[src/link_pkg.sv]
// shared widths, encodings and register map of the link control block
// group ID and all widths are fixed here, so nothing is set per instance

package link_pkg;

   //####################################################################
   // widths
   //####################################################################
   localparam int CMD_W  = 32;         // command word
   localparam int ADDR_W = 64;         // dst/src address
   localparam int DATA_W = 32;         // register data
   localparam int IOW_W  = 8;          // phy width code
   localparam int CRDT_W = 16;         // credit count / interval
   localparam int OP_W   = 5;          // opcode field in cmd[4:0]
   localparam int GRP_W  = 8;          // group field in dstaddr
   localparam int OFS_W  = 8;          // register offset field

   typedef logic [CMD_W-1:0]  cmd_t;
   typedef logic [ADDR_W-1:0] addr_t;
   typedef logic [DATA_W-1:0] data_t;
   typedef logic [IOW_W-1:0]  iow_t;  // code n = 2^n bytes
   typedef logic [CRDT_W-1:0] crdt_t;
   typedef logic [OP_W-1:0]   op_t;
   typedef logic [OFS_W-1:0]  ofs_t;

   //####################################################################
   // opcodes
   //####################################################################
   localparam op_t OP_READ       = 5'h01;
   localparam op_t OP_RESP_READ  = 5'h02;  // carries data
   localparam op_t OP_WRITE      = 5'h03;
   localparam op_t OP_RESP_WRITE = 5'h04;  // plain ack
   localparam op_t OP_RESP_ERR   = 5'h0F;  // bad opcode or foreign group

   // group decode
   localparam int               GRP_OFFSET = 24;     // lsb of group field
   localparam logic [GRP_W-1:0] GRP_ID     = 8'h0C;

   //####################################################################
   // register map, decoded on addr[7:2]
   //####################################################################
   localparam ofs_t REG_CTRL       = 8'h00;
   localparam ofs_t REG_STATUS     = 8'h04;  // read only
   localparam ofs_t REG_TXMODE     = 8'h08;
   localparam ofs_t REG_RXMODE     = 8'h0C;
   localparam ofs_t REG_CRDTINIT   = 8'h10;
   localparam ofs_t REG_CRDTINTRVL = 8'h14;
   localparam ofs_t REG_CRDTSTAT   = 8'h18;  // read only

   localparam crdt_t CRDT_TOTAL   = 16'd24;   // rx credits per width unit
   localparam crdt_t INTRVL_RESET = 16'h00FF;

   // register port adapter states
   typedef enum logic [1:0]
   {
      IDLE,
      ACCESS,
      RESPOND
   } regif_state_e;

endpackage
[src/link_ctrl_top.sv]
`timescale 1ns/1ps
// control-register block of the link endpoint, register port on one side
// csr outputs and credit-update strobe on the other

module link_ctrl_top
  (
   input  logic            clk,
   input  logic            nreset,
   input  logic            devicemode,
   input  logic            deviceready,
   // register port
   input  logic            req_valid,
   input  link_pkg::cmd_t  req_cmd,
   input  link_pkg::addr_t req_dstaddr,
   input  link_pkg::addr_t req_srcaddr,
   input  link_pkg::data_t req_data,
   output logic            req_ready,
   output logic            resp_valid,
   output link_pkg::cmd_t  resp_cmd,
   output link_pkg::addr_t resp_dstaddr,
   output link_pkg::addr_t resp_srcaddr,
   output link_pkg::data_t resp_data,
   input  logic            resp_ready,
   // phy
   input  logic            phy_linkactive,
   input  link_pkg::iow_t  phy_iow,
   // link controls
   output logic            host_linkactive,
   output logic [1:0]      csr_arbmode,
   output logic            csr_txen,
   output logic            csr_txcrdt_en,
   output link_pkg::iow_t  csr_txiowidth,
   output logic            csr_rxen,
   output link_pkg::iow_t  csr_rxiowidth,
   output link_pkg::crdt_t csr_txcrdt_intrvl,
   output link_pkg::crdt_t csr_rxcrdt_req_init,
   output link_pkg::crdt_t csr_rxcrdt_resp_init,
   output logic            crdt_update
   );

   link_pkg::addr_t reg_addr;
   link_pkg::data_t reg_wrdata;
   link_pkg::data_t reg_rddata;
   link_pkg::data_t txcrdt_status;
   logic            reg_write;
   logic            reg_read;

   //####################################################################
   // register port adapter
   //####################################################################
   link_regif i_regif
     (.clk (clk), .nreset (nreset),
      .req_valid (req_valid), .req_cmd (req_cmd),
      .req_dstaddr (req_dstaddr), .req_srcaddr (req_srcaddr),
      .req_data (req_data), .req_ready (req_ready),
      .resp_valid (resp_valid), .resp_cmd (resp_cmd),
      .resp_dstaddr (resp_dstaddr), .resp_srcaddr (resp_srcaddr),
      .resp_data (resp_data), .resp_ready (resp_ready),
      .reg_addr (reg_addr), .reg_wrdata (reg_wrdata),
      .reg_write (reg_write), .reg_read (reg_read),
      .reg_rddata (reg_rddata));

   // register file
   link_regs i_regs
     (.clk (clk), .nreset (nreset),
      .devicemode (devicemode), .deviceready (deviceready),
      .phy_linkactive (phy_linkactive), .phy_iow (phy_iow),
      .reg_addr (reg_addr), .reg_wrdata (reg_wrdata),
      .reg_write (reg_write), .reg_read (reg_read),
      .reg_rddata (reg_rddata),
      .host_linkactive (host_linkactive), .csr_arbmode (csr_arbmode),
      .csr_txen (csr_txen), .csr_txcrdt_en (csr_txcrdt_en),
      .csr_txiowidth (csr_txiowidth), .csr_rxen (csr_rxen),
      .csr_rxiowidth (csr_rxiowidth), .csr_txcrdt_intrvl (csr_txcrdt_intrvl),
      .csr_rxcrdt_req_init (csr_rxcrdt_req_init),
      .csr_rxcrdt_resp_init (csr_rxcrdt_resp_init),
      .txcrdt_status (txcrdt_status));

   // credit-update timer, runs off the gated tx enable
   link_txcrdt i_txcrdt
     (.clk (clk), .nreset (nreset),
      .txen (csr_txen), .txcrdt_en (csr_txcrdt_en),
      .txcrdt_intrvl (csr_txcrdt_intrvl),
      .crdt_update (crdt_update), .txcrdt_status (txcrdt_status));

endmodule

[src/link_txcrdt.sv]
`timescale 1ns/1ps
// pulse period is interval+1 cycles; interval 0 gives a pulse every cycle
// an interval change takes effect at the next reload

module link_txcrdt
  (
   input  logic            clk,
   input  logic            nreset,
   input  logic            txen,           // link tx enabled
   input  logic            txcrdt_en,      // credit updates enabled
   input  link_pkg::crdt_t txcrdt_intrvl,
   output logic            crdt_update,    // one-cycle strobe
   output link_pkg::data_t txcrdt_status
   );

   link_pkg::crdt_t cnt;         // cycles left to next pulse
   link_pkg::crdt_t pulse_cnt;   // wraps, survives disable
   logic            running;
   logic            run_en;

   assign run_en = txen & txcrdt_en;

   //####################################################################
   // interval down-counter
   //####################################################################
   always_ff @(posedge clk or negedge nreset)
   begin
      if (!nreset)
      begin
         cnt         <= '0;
         running     <= 1'b0;
         crdt_update <= 1'b0;
         pulse_cnt   <= '0;
      end
      else if (!run_en)
      begin
         cnt         <= '0;            // disable clears the timer only
         running     <= 1'b0;
         crdt_update <= 1'b0;
      end
      else if (!running)
      begin
         cnt         <= txcrdt_intrvl; // first enabled edge arms it
         running     <= 1'b1;
         crdt_update <= 1'b0;
      end
      else if (cnt == '0)
      begin
         cnt         <= txcrdt_intrvl; // expired, reload
         crdt_update <= 1'b1;
         pulse_cnt   <= pulse_cnt + 1'b1;
      end
      else
      begin
         cnt         <= cnt - 1'b1;
         crdt_update <= 1'b0;
      end
   end

   // bit 16 running, low half pulse count
   assign txcrdt_status = {15'd0, running, pulse_cnt};

endmodule

[src/link_regs.sv]
`timescale 1ns/1ps
// link mode registers, decoded on addr[7:2] only; upper address bits ignored
// tx/rx mode and credit init reload from the phy on every link-up

module link_regs
  (
   input  logic              clk,
   input  logic              nreset,
   input  logic              devicemode,      // 1 = device side
   input  logic              deviceready,
   input  logic              phy_linkactive,
   input  link_pkg::iow_t    phy_iow,
   // register access
   input  link_pkg::addr_t   reg_addr,
   input  link_pkg::data_t   reg_wrdata,
   input  logic              reg_write,
   input  logic              reg_read,
   output link_pkg::data_t   reg_rddata,
   // link controls
   output logic              host_linkactive,
   output logic [1:0]        csr_arbmode,
   output logic              csr_txen,
   output logic              csr_txcrdt_en,
   output link_pkg::iow_t    csr_txiowidth,
   output logic              csr_rxen,
   output link_pkg::iow_t    csr_rxiowidth,
   output link_pkg::crdt_t   csr_txcrdt_intrvl,
   output link_pkg::crdt_t   csr_rxcrdt_req_init,
   output link_pkg::crdt_t   csr_rxcrdt_resp_init,
   input  link_pkg::data_t   txcrdt_status
   );

   link_pkg::data_t  ctrl_reg;
   link_pkg::data_t  txmode_reg;
   link_pkg::data_t  rxmode_reg;
   link_pkg::data_t  crdtinit_reg;
   link_pkg::crdt_t  intrvl_reg;
   link_pkg::data_t  status_word;
   link_pkg::crdt_t  crdt_load;       // credits for current phy width

   logic             link_active;
   logic             link_active_d;
   logic             link_rise;       // one cycle, delayed by one

   logic             wr_ctrl;
   logic             wr_txmode;
   logic             wr_rxmode;
   logic             wr_crdtinit;
   logic             wr_intrvl;

   //####################################################################
   // link active tracking
   //####################################################################
   always_ff @(posedge clk or negedge nreset)
   begin
      if (!nreset)
      begin
         link_active   <= 1'b0;
         link_active_d <= 1'b0;
         link_rise     <= 1'b0;
      end
      else
      begin
         if (!devicemode || deviceready)   // device waits for brick ready
            link_active <= phy_linkactive;
         link_active_d <= link_active;
         link_rise     <= link_active & ~link_active_d;
      end
   end

   assign host_linkactive = link_active;

   // CRDT_TOTAL scaled by 2^iow
   assign crdt_load = link_pkg::crdt_t'(link_pkg::CRDT_TOTAL << phy_iow);

   //####################################################################
   // write decode
   //####################################################################
   assign wr_ctrl     = reg_write & (reg_addr[7:2] == link_pkg::REG_CTRL[7:2]);
   assign wr_txmode   = reg_write & (reg_addr[7:2] == link_pkg::REG_TXMODE[7:2]);
   assign wr_rxmode   = reg_write & (reg_addr[7:2] == link_pkg::REG_RXMODE[7:2]);
   assign wr_crdtinit = reg_write & (reg_addr[7:2] == link_pkg::REG_CRDTINIT[7:2]);
   assign wr_intrvl   = reg_write & (reg_addr[7:2] == link_pkg::REG_CRDTINTRVL[7:2]);

   //####################################################################
   // registers
   //####################################################################
   always_ff @(posedge clk or negedge nreset)
   begin
      if (!nreset)
      begin
         ctrl_reg     <= '0;
         txmode_reg   <= '0;
         rxmode_reg   <= '0;
         crdtinit_reg <= '0;
         intrvl_reg   <= link_pkg::INTRVL_RESET;
      end
      else
      begin
         if (wr_ctrl)
            ctrl_reg <= reg_wrdata;
         // link-up load wins over a software write in the same cycle
         if (link_rise)
         begin
            txmode_reg   <= {8'h00, phy_iow, 8'h00, 4'h1, 4'h1};  // crdt en, tx en
            rxmode_reg   <= {8'h00, phy_iow, 12'h000, 4'h1};      // rx en
            crdtinit_reg <= {crdt_load, crdt_load};
         end
         else
         begin
            if (wr_txmode)
               txmode_reg <= reg_wrdata;
            if (wr_rxmode)
               rxmode_reg <= reg_wrdata;
            if (wr_crdtinit)
               crdtinit_reg <= reg_wrdata;
         end
         if (wr_intrvl)
            intrvl_reg <= reg_wrdata[link_pkg::CRDT_W-1:0];
      end
   end

   assign status_word = {27'd0, link_active, 4'h0};   // bit 4 = link up

   //####################################################################
   // read mux, registered
   //####################################################################
   always_ff @(posedge clk or negedge nreset)
   begin
      if (!nreset)
         reg_rddata <= '0;
      else if (reg_read)
      begin
         case (reg_addr[7:2])
            link_pkg::REG_CTRL[7:2]       : reg_rddata <= ctrl_reg;
            link_pkg::REG_STATUS[7:2]     : reg_rddata <= status_word;
            link_pkg::REG_TXMODE[7:2]     : reg_rddata <= txmode_reg;
            link_pkg::REG_RXMODE[7:2]     : reg_rddata <= rxmode_reg;
            link_pkg::REG_CRDTINIT[7:2]   : reg_rddata <= crdtinit_reg;
            link_pkg::REG_CRDTINTRVL[7:2] : reg_rddata <= {16'h0000, intrvl_reg};
            link_pkg::REG_CRDTSTAT[7:2]   : reg_rddata <= txcrdt_status;
            default                       : reg_rddata <= '0;   // unmapped
         endcase
      end
   end

   // field outputs
   assign csr_arbmode          = ctrl_reg[5:4];
   assign csr_txen             = link_active & txmode_reg[0];
   assign csr_txcrdt_en        = txmode_reg[4];
   assign csr_txiowidth        = txmode_reg[23:16];
   assign csr_rxen             = link_active & rxmode_reg[0];
   assign csr_rxiowidth        = rxmode_reg[23:16];
   assign csr_txcrdt_intrvl    = intrvl_reg;
   assign csr_rxcrdt_req_init  = crdtinit_reg[15:0];
   assign csr_rxcrdt_resp_init = crdtinit_reg[31:16];

endmodule

[src/link_regif.sv]
`timescale 1ns/1ps
// single outstanding transaction, single-beat 32-bit accesses only
// foreign group or unknown opcode answers OP_RESP_ERR with zero data

module link_regif
  (
   input  logic            clk,
   input  logic            nreset,
   // request side
   input  logic            req_valid,
   input  link_pkg::cmd_t  req_cmd,
   input  link_pkg::addr_t req_dstaddr,
   input  link_pkg::addr_t req_srcaddr,
   input  link_pkg::data_t req_data,
   output logic            req_ready,
   // response side
   output logic            resp_valid,
   output link_pkg::cmd_t  resp_cmd,
   output link_pkg::addr_t resp_dstaddr,
   output link_pkg::addr_t resp_srcaddr,
   output link_pkg::data_t resp_data,
   input  logic            resp_ready,
   // register access strobes
   output link_pkg::addr_t reg_addr,
   output link_pkg::data_t reg_wrdata,
   output logic            reg_write,
   output logic            reg_read,
   input  link_pkg::data_t reg_rddata
   );

   link_pkg::regif_state_e state;

   link_pkg::cmd_t  cmd_q;             // latched request payload
   link_pkg::addr_t dst_q;
   link_pkg::addr_t src_q;
   link_pkg::data_t data_q;

   logic            hit_read;          // decoded at accept
   logic            hit_write;
   logic            grp_match;
   logic            accept;
   link_pkg::op_t   req_op;
   link_pkg::op_t   resp_op;

   //####################################################################
   // request decode
   //####################################################################
   assign req_op    = req_cmd[link_pkg::OP_W-1:0];
   assign grp_match = (req_dstaddr[link_pkg::GRP_OFFSET +: link_pkg::GRP_W]
                       == link_pkg::GRP_ID);
   assign req_ready = (state == link_pkg::IDLE);   // one in flight
   assign accept    = req_valid & req_ready;

   //####################################################################
   // control fsm
   //####################################################################
   always_ff @(posedge clk or negedge nreset)
   begin
      if (!nreset)
      begin
         state      <= link_pkg::IDLE;
         resp_valid <= 1'b0;
         hit_read   <= 1'b0;
         hit_write  <= 1'b0;
      end
      else
      begin
         case (state)
            link_pkg::IDLE:
            begin
               if (accept)
               begin
                  hit_read  <= grp_match & (req_op == link_pkg::OP_READ);
                  hit_write <= grp_match & (req_op == link_pkg::OP_WRITE);
                  state     <= link_pkg::ACCESS;
               end
            end
            link_pkg::ACCESS:
               state <= link_pkg::RESPOND;   // strobe cycle done
            link_pkg::RESPOND:
            begin
               if (!resp_valid)
                  resp_valid <= 1'b1;        // rddata is settled now
               else if (resp_ready)
               begin
                  resp_valid <= 1'b0;
                  state      <= link_pkg::IDLE;
               end
            end
            default:
               state <= link_pkg::IDLE;
         endcase
      end
   end

   // payload capture
   always_ff @(posedge clk)
   begin
      if (accept)
      begin
         cmd_q  <= req_cmd;
         dst_q  <= req_dstaddr;
         src_q  <= req_srcaddr;
         data_q <= req_data;
      end
      if ((state == link_pkg::RESPOND) && !resp_valid)
         resp_data <= hit_read ? reg_rddata : '0;   // zero for write/err
   end

   //####################################################################
   // strobes and response fields
   //####################################################################
   assign reg_addr   = dst_q;
   assign reg_wrdata = data_q;
   assign reg_read   = (state == link_pkg::ACCESS) & hit_read;
   assign reg_write  = (state == link_pkg::ACCESS) & hit_write;

   assign resp_op = hit_read  ? link_pkg::OP_RESP_READ  :
                    hit_write ? link_pkg::OP_RESP_WRITE :
                                link_pkg::OP_RESP_ERR;

   // upper cmd bits echoed back
   assign resp_cmd     = {cmd_q[link_pkg::CMD_W-1:link_pkg::OP_W], resp_op};
   assign resp_dstaddr = src_q;        // swapped
   assign resp_srcaddr = dst_q;

endmodule

[config.mk]
export PLATFORM = sky130hd
export DESIGN_NAME = link_ctrl_top
export DESIGN_NICKNAME = d
export VERILOG_FILES = /design/src/link_pkg.sv /design/src/link_ctrl_top.sv /design/src/link_txcrdt.sv /design/src/link_regs.sv /design/src/link_regif.sv
export SDC_FILE = /design/constraint.sdc
export NUM_CORES = 1
export LEC_CHECK = 0
export BUFFER_PORTS_ARGS = -buffer_cell sky130_fd_sc_hd__buf_2
export CAP_MARGIN = 20
export CORE_MARGIN = 2
export CORE_UTILIZATION = 53
export DETAILED_ROUTE_END_ITERATION = 16
export PLACE_DENSITY_LB_ADDON = 0.2
export SLEW_MARGIN = 30
export SYNTH_ARGS = -nofsm -noshare
export SYNTH_HDL_FRONTEND = slang
export SYNTH_HIERARCHICAL = 1
export SYNTH_SLANG_ARGS = --single-unit
[constraint.sdc]
create_clock -name clk -period 6.6 [get_ports clk]
set_input_delay 0.33 -clock clk [delete_from_list [all_inputs] [get_ports clk]]
set_output_delay 0.33 -clock clk [all_outputs]
set_load 0.03 [all_outputs]
# After elaboration in Yosys (flattened, before gate mapping)
# Index checks and enable logic that the tools add are counted.
# op_classes
addsub,2
eq_ne,14
mux,22
n_reduce_logical,13
bitwise,15
n_shift,1
# ops
operator,n
32-bit one-hot mux with 7 select lines,1
32-bit two-way mux,6
16-bit two-way mux,3
6-bit by 3-bit == test with 1-bit output (second input constant),3
16-bit by 1-bit adder with 16-bit output (second input constant),1
16-bit zero test,1
5-bit by 8-bit left shift with 16-bit output (first input constant),1
16-bit by 1-bit subtractor with 16-bit output (second input constant),1
1-bit AND,14
6-bit by 2-bit == test with 1-bit output (second input constant),2
8-bit by 4-bit == test with 1-bit output (second input constant),1
6-bit by 1-bit == test with 1-bit output (second input constant),1
6-bit zero test,1
1-bit two-way mux,6
2-bit two-way mux,3
2-bit one-hot mux with 3 select lines,1
3-bit AND reduction,2
2-bit nonzero test,3
5-bit by 1-bit == test with 1-bit output (second input constant),1
5-bit by 2-bit == test with 1-bit output (second input constant),1
5-bit two-way mux,1
4-bit two-way mux,1
2-bit != test (second input constant),2
2-bit by 1-bit == test with 1-bit output (second input constant),1
8 further kinds,9
# totals
output_inout_bits,265
inputBits,207
elab_cells,89
reg_bits,442

# Depth between registers and ports, before layout
# Gate-level depths: netlist (run 1).
# depth
depth_word,5
mapped_depth,8
ltp_nobuf,7

# By module
# The synthesis (run 1) kept the hierarchy.
# modules_own_cells
module,seq_area_each_um2,instances,area_each_um2,cells_per_inst
link_regs,4489.3,1,8594.5,822
link_regif,6701.4,1,7556.0,352
link_txcrdt,850.8,1,1893.1,186

# Least setup slack after synthesis (run 1)
# Ideal clock, no wire load.
# synth_path
path_kind,reg-to-reg
startpoint,register i_regif.state[1]
endpoint,"register i_regif.cmd_q[10], enable pin"
n_path_buf,1
required_ps,6060
setup_ps,540
stages_incl_launch_ff,4
t_arrival_ps,4542
path_slack_ps,1518
period_less_slack_ps,5082
path_cell_list,dfrtp_1 > or3b_1 > buf_2 > inv_1
# synth_via
elab_chain_cells,2
# synth_rtl
element,line,rtl
"start, declared",link_regif.sv:31,link_pkg::regif_state_e state;
"start signal, assigned",link_regif.sv:61,state <= link_pkg::IDLE;
"start signal, assigned",link_regif.sv:75,state <= link_pkg::ACCESS;
"start signal, assigned",link_regif.sv:79,state <= link_pkg::RESPOND;
2-bit zero test,link_regif.sv:51,assign req_ready = (state == link_pkg::IDLE);
1-bit AND,link_regif.sv:52,assign accept = req_valid & req_ready;
via i_regif.accept,link_regif.sv:41,logic accept;
"end signal, assigned",link_regif.sv:101,cmd_q <= req_cmd;
"end, declared",link_regif.sv:33,link_pkg::cmd_t cmd_q;
# The timed path passes the listed nets, and every way through them passes these cells.
# A chain may end at the register's enable or synchronous reset.

# Final worst setup path (run 1)
# layout_path
startpoint,register i_regif.state[1]
endpoint,register i_regs.txmode_reg[19]
# layout_via
elab_chain_cells,4
# layout_rtl
element,line,rtl
2-bit by 1-bit == test with 1-bit output,link_regif.sv:116,assign reg_write = (state == link_pkg::ACCESS) & hit_write;
1-bit AND,link_regif.sv:116,
via reg_write,link_ctrl_top.sv:45,logic reg_write;
1-bit AND,link_regs.sv:80,assign wr_txmode = reg_write & (reg_addr[7:2] == link_pkg::REG_TXMODE[7:2]);
2-bit nonzero test (no line),n/a,
"end signal, assigned",link_regs.sv:105,"txmode_reg <= {8'h00, phy_iow, 8'h00, 4'h1, 4'h1};"
"end signal, assigned",link_regs.sv:112,txmode_reg <= reg_wrdata;
"end, declared",link_regs.sv:34,link_pkg::data_t txmode_reg;
# The timed path passes the listed nets, and every way through them passes these cells.

==> results.txt, run 1 <==
The setup clock skew after layout came out at 0.0211 ns. The setup-violating endpoint count in the final report is 0. The number of cell rows came out at 67.

In the routed layout, each cell is associated on average with a via count of 5.62. The critical path goes through nor3b_1, nor3b_1, and2_0, buf_4, nand2_1, a31oi_1. The critical path is of the register to register type. The flip-flop and latch count after synthesis is 437. The TritonCTS clock tree is built. The post-detailed-route count of antenna-violating nets came out at 0. The final global-route overflow total came out at 0. Across all hold checks on the routed design, the worst slack comes to 0.0731 ns.

The number of antenna violations at the first check in global routing is 5. Clock-pin slew was measured on the worst setup and hold paths at 0.06 ns. The first-pass GRT wire length came out at 87,600 um. For this block, the via count after detailed routing is 13,600. The die covers 35,500 um2. The leakage component of the power is 9.97 nW. The cell count after synthesis is 1,360. The count of input and output buffers is 470.

Sorting the synthesized cells by area gives the leading types as edfxtp_1 (36%), dfrtp_1 (29%), buf_4 (4.5%). For this run, the top clock speed supported by timing is 329 MHz. The half-perimeter wire length after detailed placement came out at 38,900 um. The largest incremental delay on the critical path came out at 0.81 ns.

The tightest min-delay check is of the primary input to register type. The leading cell type in the layout, fill and taps excluded is buf_2. The number of clock buffers inserted by TritonCTS is 45. The post-placement setup slack is 3.60 ns. The deepest clock path buffer count is 3. The share of synthesized registers carrying an async set or reset is 49.9%. Yosys printed 6 warnings. The maximum fanout along the worst path is 17.

The share of post-route cells with drive strength above 1 came out at 33.5%. Global routing consumed, over all layers together, 33.1% of the routing resources. Entering global routing, the biggest net connects 125 pins. The worst path required time is 7.08 ns.

The worst-case IR drop observed on VDD is 0.000281 V. The cell area after synthesis came out at 18,000 um2. The placeable core region is 33,500 um2. The slowest stage of the critical path belongs to the cell and2_0. The via count of the first global-routing pass is 13,900. The post-synthesis cell type count came out at 74. For the pin with the worst max-slew slack, the measured transition is 1.01 ns. The routed wire length is 58,600 um. In the layout the commonest cells are buf_2 (469), edfxtp_1 (219), dfrtp_1 (210).

The tightest slew margin relative to the limit came out at 33.0%. Data arrives at the worst endpoint at 3.52 ns. After detailed placement, the design holds a cell count of 2,134.

Excluding fillers, the count of instances in the completed layout stands at 2,412. The detailed-router iteration count before antenna repair is 6. The worst path uses 46.0% of the clock period. The mean area per synthesized cell came out at 13.3 um2. After the last flow step, the layout net total stands at 2,133. The tool flagged a number of max-cap violations equal to 0. The total count of max-transition violations in the final report came to 0. The run finished with clean final reports.

Routability-driven placement finished with a final weighted congestion of 0.860. The worst setup path is launched from a register. The DRC violation count after routing is 0.

The CTS sink count came out at 437. Setup repair after global routing left no endpoint under its margin. The fraction of post-synthesis cell area in the top cell type by area is 36.4%. The share of the yosys chip area belonging to registers is 66.7%. Across all setup checks in the final design, the least slack found is 3.56 ns. Summed over all failing endpoints, the final setup total negative slack is 0 ns. The number of hold-slack violations in the final timing report is 0. Clock tree synthesis selected as its root buffer the cell clkbuf_16. The number of flops mapped to enable cells by yosys is 219. The power per unit of standard cell area came out at 327 nW/um2. On the critical path the largest part of the delay comes from simple AND/OR/NAND/NOR gates. The height of the die is 189 um. For this configuration, the core starts out at a cell density of 53.8%. The biggest area contributor in the post-synthesis netlist is edfxtp_1.

The die is 189 um wide. The number of ports placed on the die boundary came out at 472. The detailed router finished its first iteration with 1,242 violations. Subtracting the final worst setup slack from the clock period gives 3.04 ns. Compared with the post-synthesis result, the final layout area differs by 30.1%.

The library cell appearing most often on the critical path is nor3b_1. The total power is 7.67 mW. The H-tree was split into 2 levels. In the final routed layout, each cell accounts on average for 24.3 um.

The worst setup path is captured at a register. The count of buffers added by post-CTS timing repair for setup is 0. The number of buffers and inverters on the critical path is 1.

The latest clock arrival within the worst-skew pair came out at 0.57 ns. Among all flip-flop cells after synthesis, the most frequent one is edfxtp_1.
==> area by class of cell <==
class | count | area (um2)
clock buffers | 69 | 1390
fillers | 2408 | 10100
diodes | 5 | 12.5
clock inverters | 14 | 97.6
well taps | 448 | 561
multi-input cells | 750 | 4900
repair buffers | 676 | 4410
inverters | 13 | 56.3
flip-flops and latches | 437 | 12000
==> synth_stat cells (4+ instances only) <==
library cell / n
a31oi_1: 16
and2_1: 44
clkbuf_1: 30
a41oi_1: 7
nor3b_1: 4
xnor2_1: 15
a22oi_1: 62
edfxtp_1: 219
mux2_2: 51
dfstp_2: 8
a32oi_1: 19
dfrtp_1: 210
mux2_1: 4
nor2_1: 39
inv_1: 11
nand2_1: 197
buf_2: 32
nor4_1: 7
nor3_1: 9
a21boi_0: 27
a2bb2oi_1: 22
a41oi_2: 6
o21ai_0: 24
a211oi_1: 14
nand3_1: 16
buf_4: 108
mux2i_1: 5
mux2_4: 10
xor2_1: 14
a21oi_1: 57
nand4_1: 6
==> cells by family (layout without fill, tap and decap cells) <==
| logic type | count (synthesis) | count (layout) | share of synthesized area, % |
|---|---|---|---|
| flops | 437 | 437 | 66.7 |
| xor+xnor | 29 | 29 | 1.41 |
| mux | 70 | 70 | 4.54 |
| buf+inv | 187 | 772 | 6.53 |
| fa+ha+maj | 3 | 3 | 0.208 |
| simple gates | 365 | 365 | 9.99 |
| other cells | 2 | 21 | 0.0416 |
| compound gates | 267 | 267 | 10.5 |
==> worst paths after layout <==
kind | from | to | slack (ns) | cells after the start
setup / recovery | i_regif/state[1] | i_regs/txmode_reg[19] | 3.56 | 6
hold / removal | req_dstaddr[5] | i_regif/reg_addr[5] | 0.07 | 1
setup reg to reg | i_regif/state[1] | i_regs/txmode_reg[19] | 3.56 | 6
hold reg to reg | i_regs/link_active_d | i_regs/link_rise | 0.40 | 1
max in group asynchronous | nreset | i_regs/ctrl_reg[3] | 4.90 | 3
min in group asynchronous | nreset | i_txcrdt/crdt_update | 0.39 | 2
==> layer usage <==
layer,track usage [%],wire length (um),share of wire [%]
met3,7.52,4430,7.6
met1,43.2,23500,40
met2,53.1,28100,48
met5,0,0,0
met4,15.1,2600,4.4
==> what timing repair did <==
action                                 in CTS  in global routing
hold buffers                              189                  0
endpoints found under the hold margin     276                  0
resized for setup                           0                  0
==> through the flow <==
stage	utilization [%]	instance area (um2)
CTS	69.9	23400
finish	70.0	23500
floorplan	-	18100
detailed placement	59.8	20100
global route	70.0	23500
global placement	59.7	20000
==> power by group <==
| part | internal [mW] | total [mW] | switching (mW) |
|---|---|---|---|
| Sequential | 3.30 | 3.54 | 0.244 |
| Combinational | 0.457 | 1.59 | 1.13 |
| Clock | 1.49 | 2.54 | 1.05 |
| Total | 5.24 | 7.67 | 2.43 |
No activity file was read; power rests on OpenSTA's default activity.
==> run 2: changes to the inputs <==
Clock period 6.6 ns to 2.8 ns, I/O delays scaled along.
==> run 2 against run 1 <==
Critical path depth up 1. Core utilization up 0.62 points. First-iteration DRC count grew 7.1%. Total power increased by 130%. Setup slack got worse by 3.2 ns. Sequential cell count is the same. Worst hold slack lost 0.017 ns. Final cell count increased by 1.5%. Fmax rose by 27%. Die area did not move. Register-to-register slack worse by 3.2 ns. Clock-buffer cell count decreased by 1.
==> results.txt, run 2 (synthesized netlist as in run 1, its figures left out) <==
The latest clock arrival within the worst-skew pair is 0.55 ns. The setup TNS is 0 ns. The clock share of power came out at 31.7%.

The type of the setup path with the least slack is register to register. The launching point of the worst reg2reg path is i_txcrdt/cnt[0]. The endpoint of the lowest-slack register-to-register path is i_txcrdt/pulse_cnt[11].

The combinational power share came out at 21.2%. The worst path required time is 3.27 ns. The post-placement setup slack is 0.403 ns. After detailed routing, the number of vias per cell comes to 5.73.

The timing-limited maximum frequency is 418 MHz. Following the worst setup path forward leads to its endpoint at i_txcrdt/pulse_cnt[11]. Global routing used 34.4% of the available tracks across all layers. After clock tree synthesis, the clock-pin slew on the worst setup and hold paths is 0.06 ns. The via count of the first global-routing pass is 14,000. The share of post-route cells with drive strength above 1 came out at 33.5%. In the final routed layout, each cell accounts on average for 25.1 um. The count of maximum capacitance violations came out at 0. Once layout is complete, the utilization of the core stands at 70.6%. The final worst-path setup slack is 0.407 ns. The tightest slew margin relative to the limit is 38.0%.

The deepest clock path buffer count is 3. The number of clock buffers added by TritonCTS is 45. The number of gates resized after CTS was 0.

The launching element type of the critical path is a register. The number of ports placed on the die boundary came out at 472. The maximum number of pins on one net before global-route repair came out at 94.

The height of the die came out at 189 um. For the worst flop-to-flop path, the logic depth is 7. Sequential cells burn 47.0% of the power. The first global-routing pass estimated 90,000 um of wire. The element type at the critical path end is a register. The setup clock skew after layout is 0.0167 ns. Setup repair after global routing left no endpoint under its margin. The worst-margin pin slew is 0.923 ns.

The count of cells in the finished layout, fillers not included, comes to 2,448. Port buffering added 470 buffers. TritonCTS built the clock tree.

The number of antenna violations at the first check in global routing came out at 5. The leakage component of the power is 10.1 nW. The filler cell count in the final layout came out at 2,391. The total power came out at 17.9 mW. The worst hold margin is 0.0562 ns. The post-layout minimum cycle time is 2.39 ns. The min-delay analysis places its worst path in the category primary input to register. The data arrival at the endpoint of the critical path came out at 2.86 ns. The first detailed-routing pass took 6 iterations. After global routing the overflow that remains totals 0. The final route contains 14,000 vias. The setup slack on the worst flop-to-flop path is 0.41 ns. The cell with the largest stage delay on the worst path is or4b_4. The die outline area came out at 35,500 um2. The CTS H-tree depth is 2.

For this block, the routed nets add up to 61,300 um of wire. The final RePlAce weighted congestion came out at 0.910. The relative area change from synthesis to final layout came out at 31.2%. The critical path starts at i_txcrdt/cnt[0]. The total count of max-transition violations in the final report was 0. The leading cell type in the layout, fill and taps excluded is buf_2. The cell count after placement is 2,161. The cell-internal power came out at 12.1 mW.

The number of hold-slack violations in the final timing report is 0. The CTS sink count is 437. In the layout the commonest cells are buf_2 (469), edfxtp_1 (219), dfrtp_1 (210). Dividing the final minimum period by the clock period gives 85.5%. The number of nets in the layout is 2,172.

For this design the ratio of total power to cell area is 755 nW/um2. The placeable core region is 33,500 um2. The post-detailed-route count of antenna-violating nets is 0. The area after detailed placement is 20,300 um2. The root buffer cell chosen for the clock tree is clkbuf_16. IR analysis of the VDD net gives a maximum drop of 0.000585 V. After detailed routing, the number of remaining DRC violations is 0. Traced cell by cell, the critical path runs through inv_1, ha_1, or4b_4, nor4_4, nand4_2, nor4_2, xor2_1. In this run the power spent charging and discharging nets is 5.75 mW. The largest incremental delay on the critical path came out at 0.51 ns. The number of DRC markers after the initial detailed-route iteration came out at 1,330. In this run the horizontal extent of the chip is 189 um.

Once the floorplan was initialized, standard cells occupied 53.8% of the core. The finished cells cover 23,700 um2. Of the total power, the share spent switching nets is 32.2%. The half-perimeter wire length after detailed placement came out at 41,800 um.

The setup-violating endpoint count in the final report came out at 0. Row generation in the floorplan step produced 67 rows. The maximum fanout along the worst path came out at 5. The run finished with clean final reports.
## run 2: how the worst min path moves through the flow
stage / from / to / slack (ns) / depth (start not counted)
2_1_floorplan: nreset / i_regif/hit_read / -0.16 / 0
3_3_place_gp: nreset / i_txcrdt/cnt[9] / 0.24 / 1
3_5_place_dp: nreset / i_txcrdt/cnt[9] / 0.25 / 1
4_1_cts: phy_iow[0] / i_regs/rxmode_reg[16] / 0.03 / 3
5_1_grt: phy_iow[0] / i_regs/rxmode_reg[16] / 0.07 / 3
6_report: phy_iow[0] / i_regs/rxmode_reg[16] / 0.06 / 3
## run 2: routing by layer
metal,global-route usage [%],up-vias,wire length (um)
li1,-,6040,-
met1,46.7,7041,24400
met2,54.1,792,28700
met3,8.57,136,5670
met4,12.7,8,2420
met5,0,-,46
## run 2: power groups by stage
stage                     Combinational (mW)  Clock [mW]  Sequential, mW
after detailed placement                3.54           0            8.47
after CTS                               3.78        5.73            8.36
after floorplan                         1.69           0            9.13
after global placement                  3.50           0            8.46
final                                   3.80        5.67            8.40
after global routing                    3.97        5.99            8.45
## run 2: timing repair
action                                  CTS  global route
buffers inserted                          0             0
hold buffers                            202             0
endpoints found under the hold margin   279             0
endpoints found under the setup margin    0             0
## run 2: final cells by class
class                           instances  area [um2]  share of cell area, %
Clock inverter                         15        96.3                  0.407
Inverter                               13        52.6                  0.222
Sequential cell                       437       12000                   50.9
Antenna cell                            2        5.00                 0.0211
Clock buffer                           68        1270                   5.38
Tap cell                              448         561                   2.37
Multi-Input combinational cell        750        4890                   20.7
Timing Repair Buffer                  715        4760                   20.1
## run 2: critical path: cells and delay by family, from the launching register on
family        cells  cell delay, ns
simple gates      4            1.46
flops             1            0.40
buf+inv           1            0.12
fa+ha+maj         1            0.16
xor+xnor          1            0.18
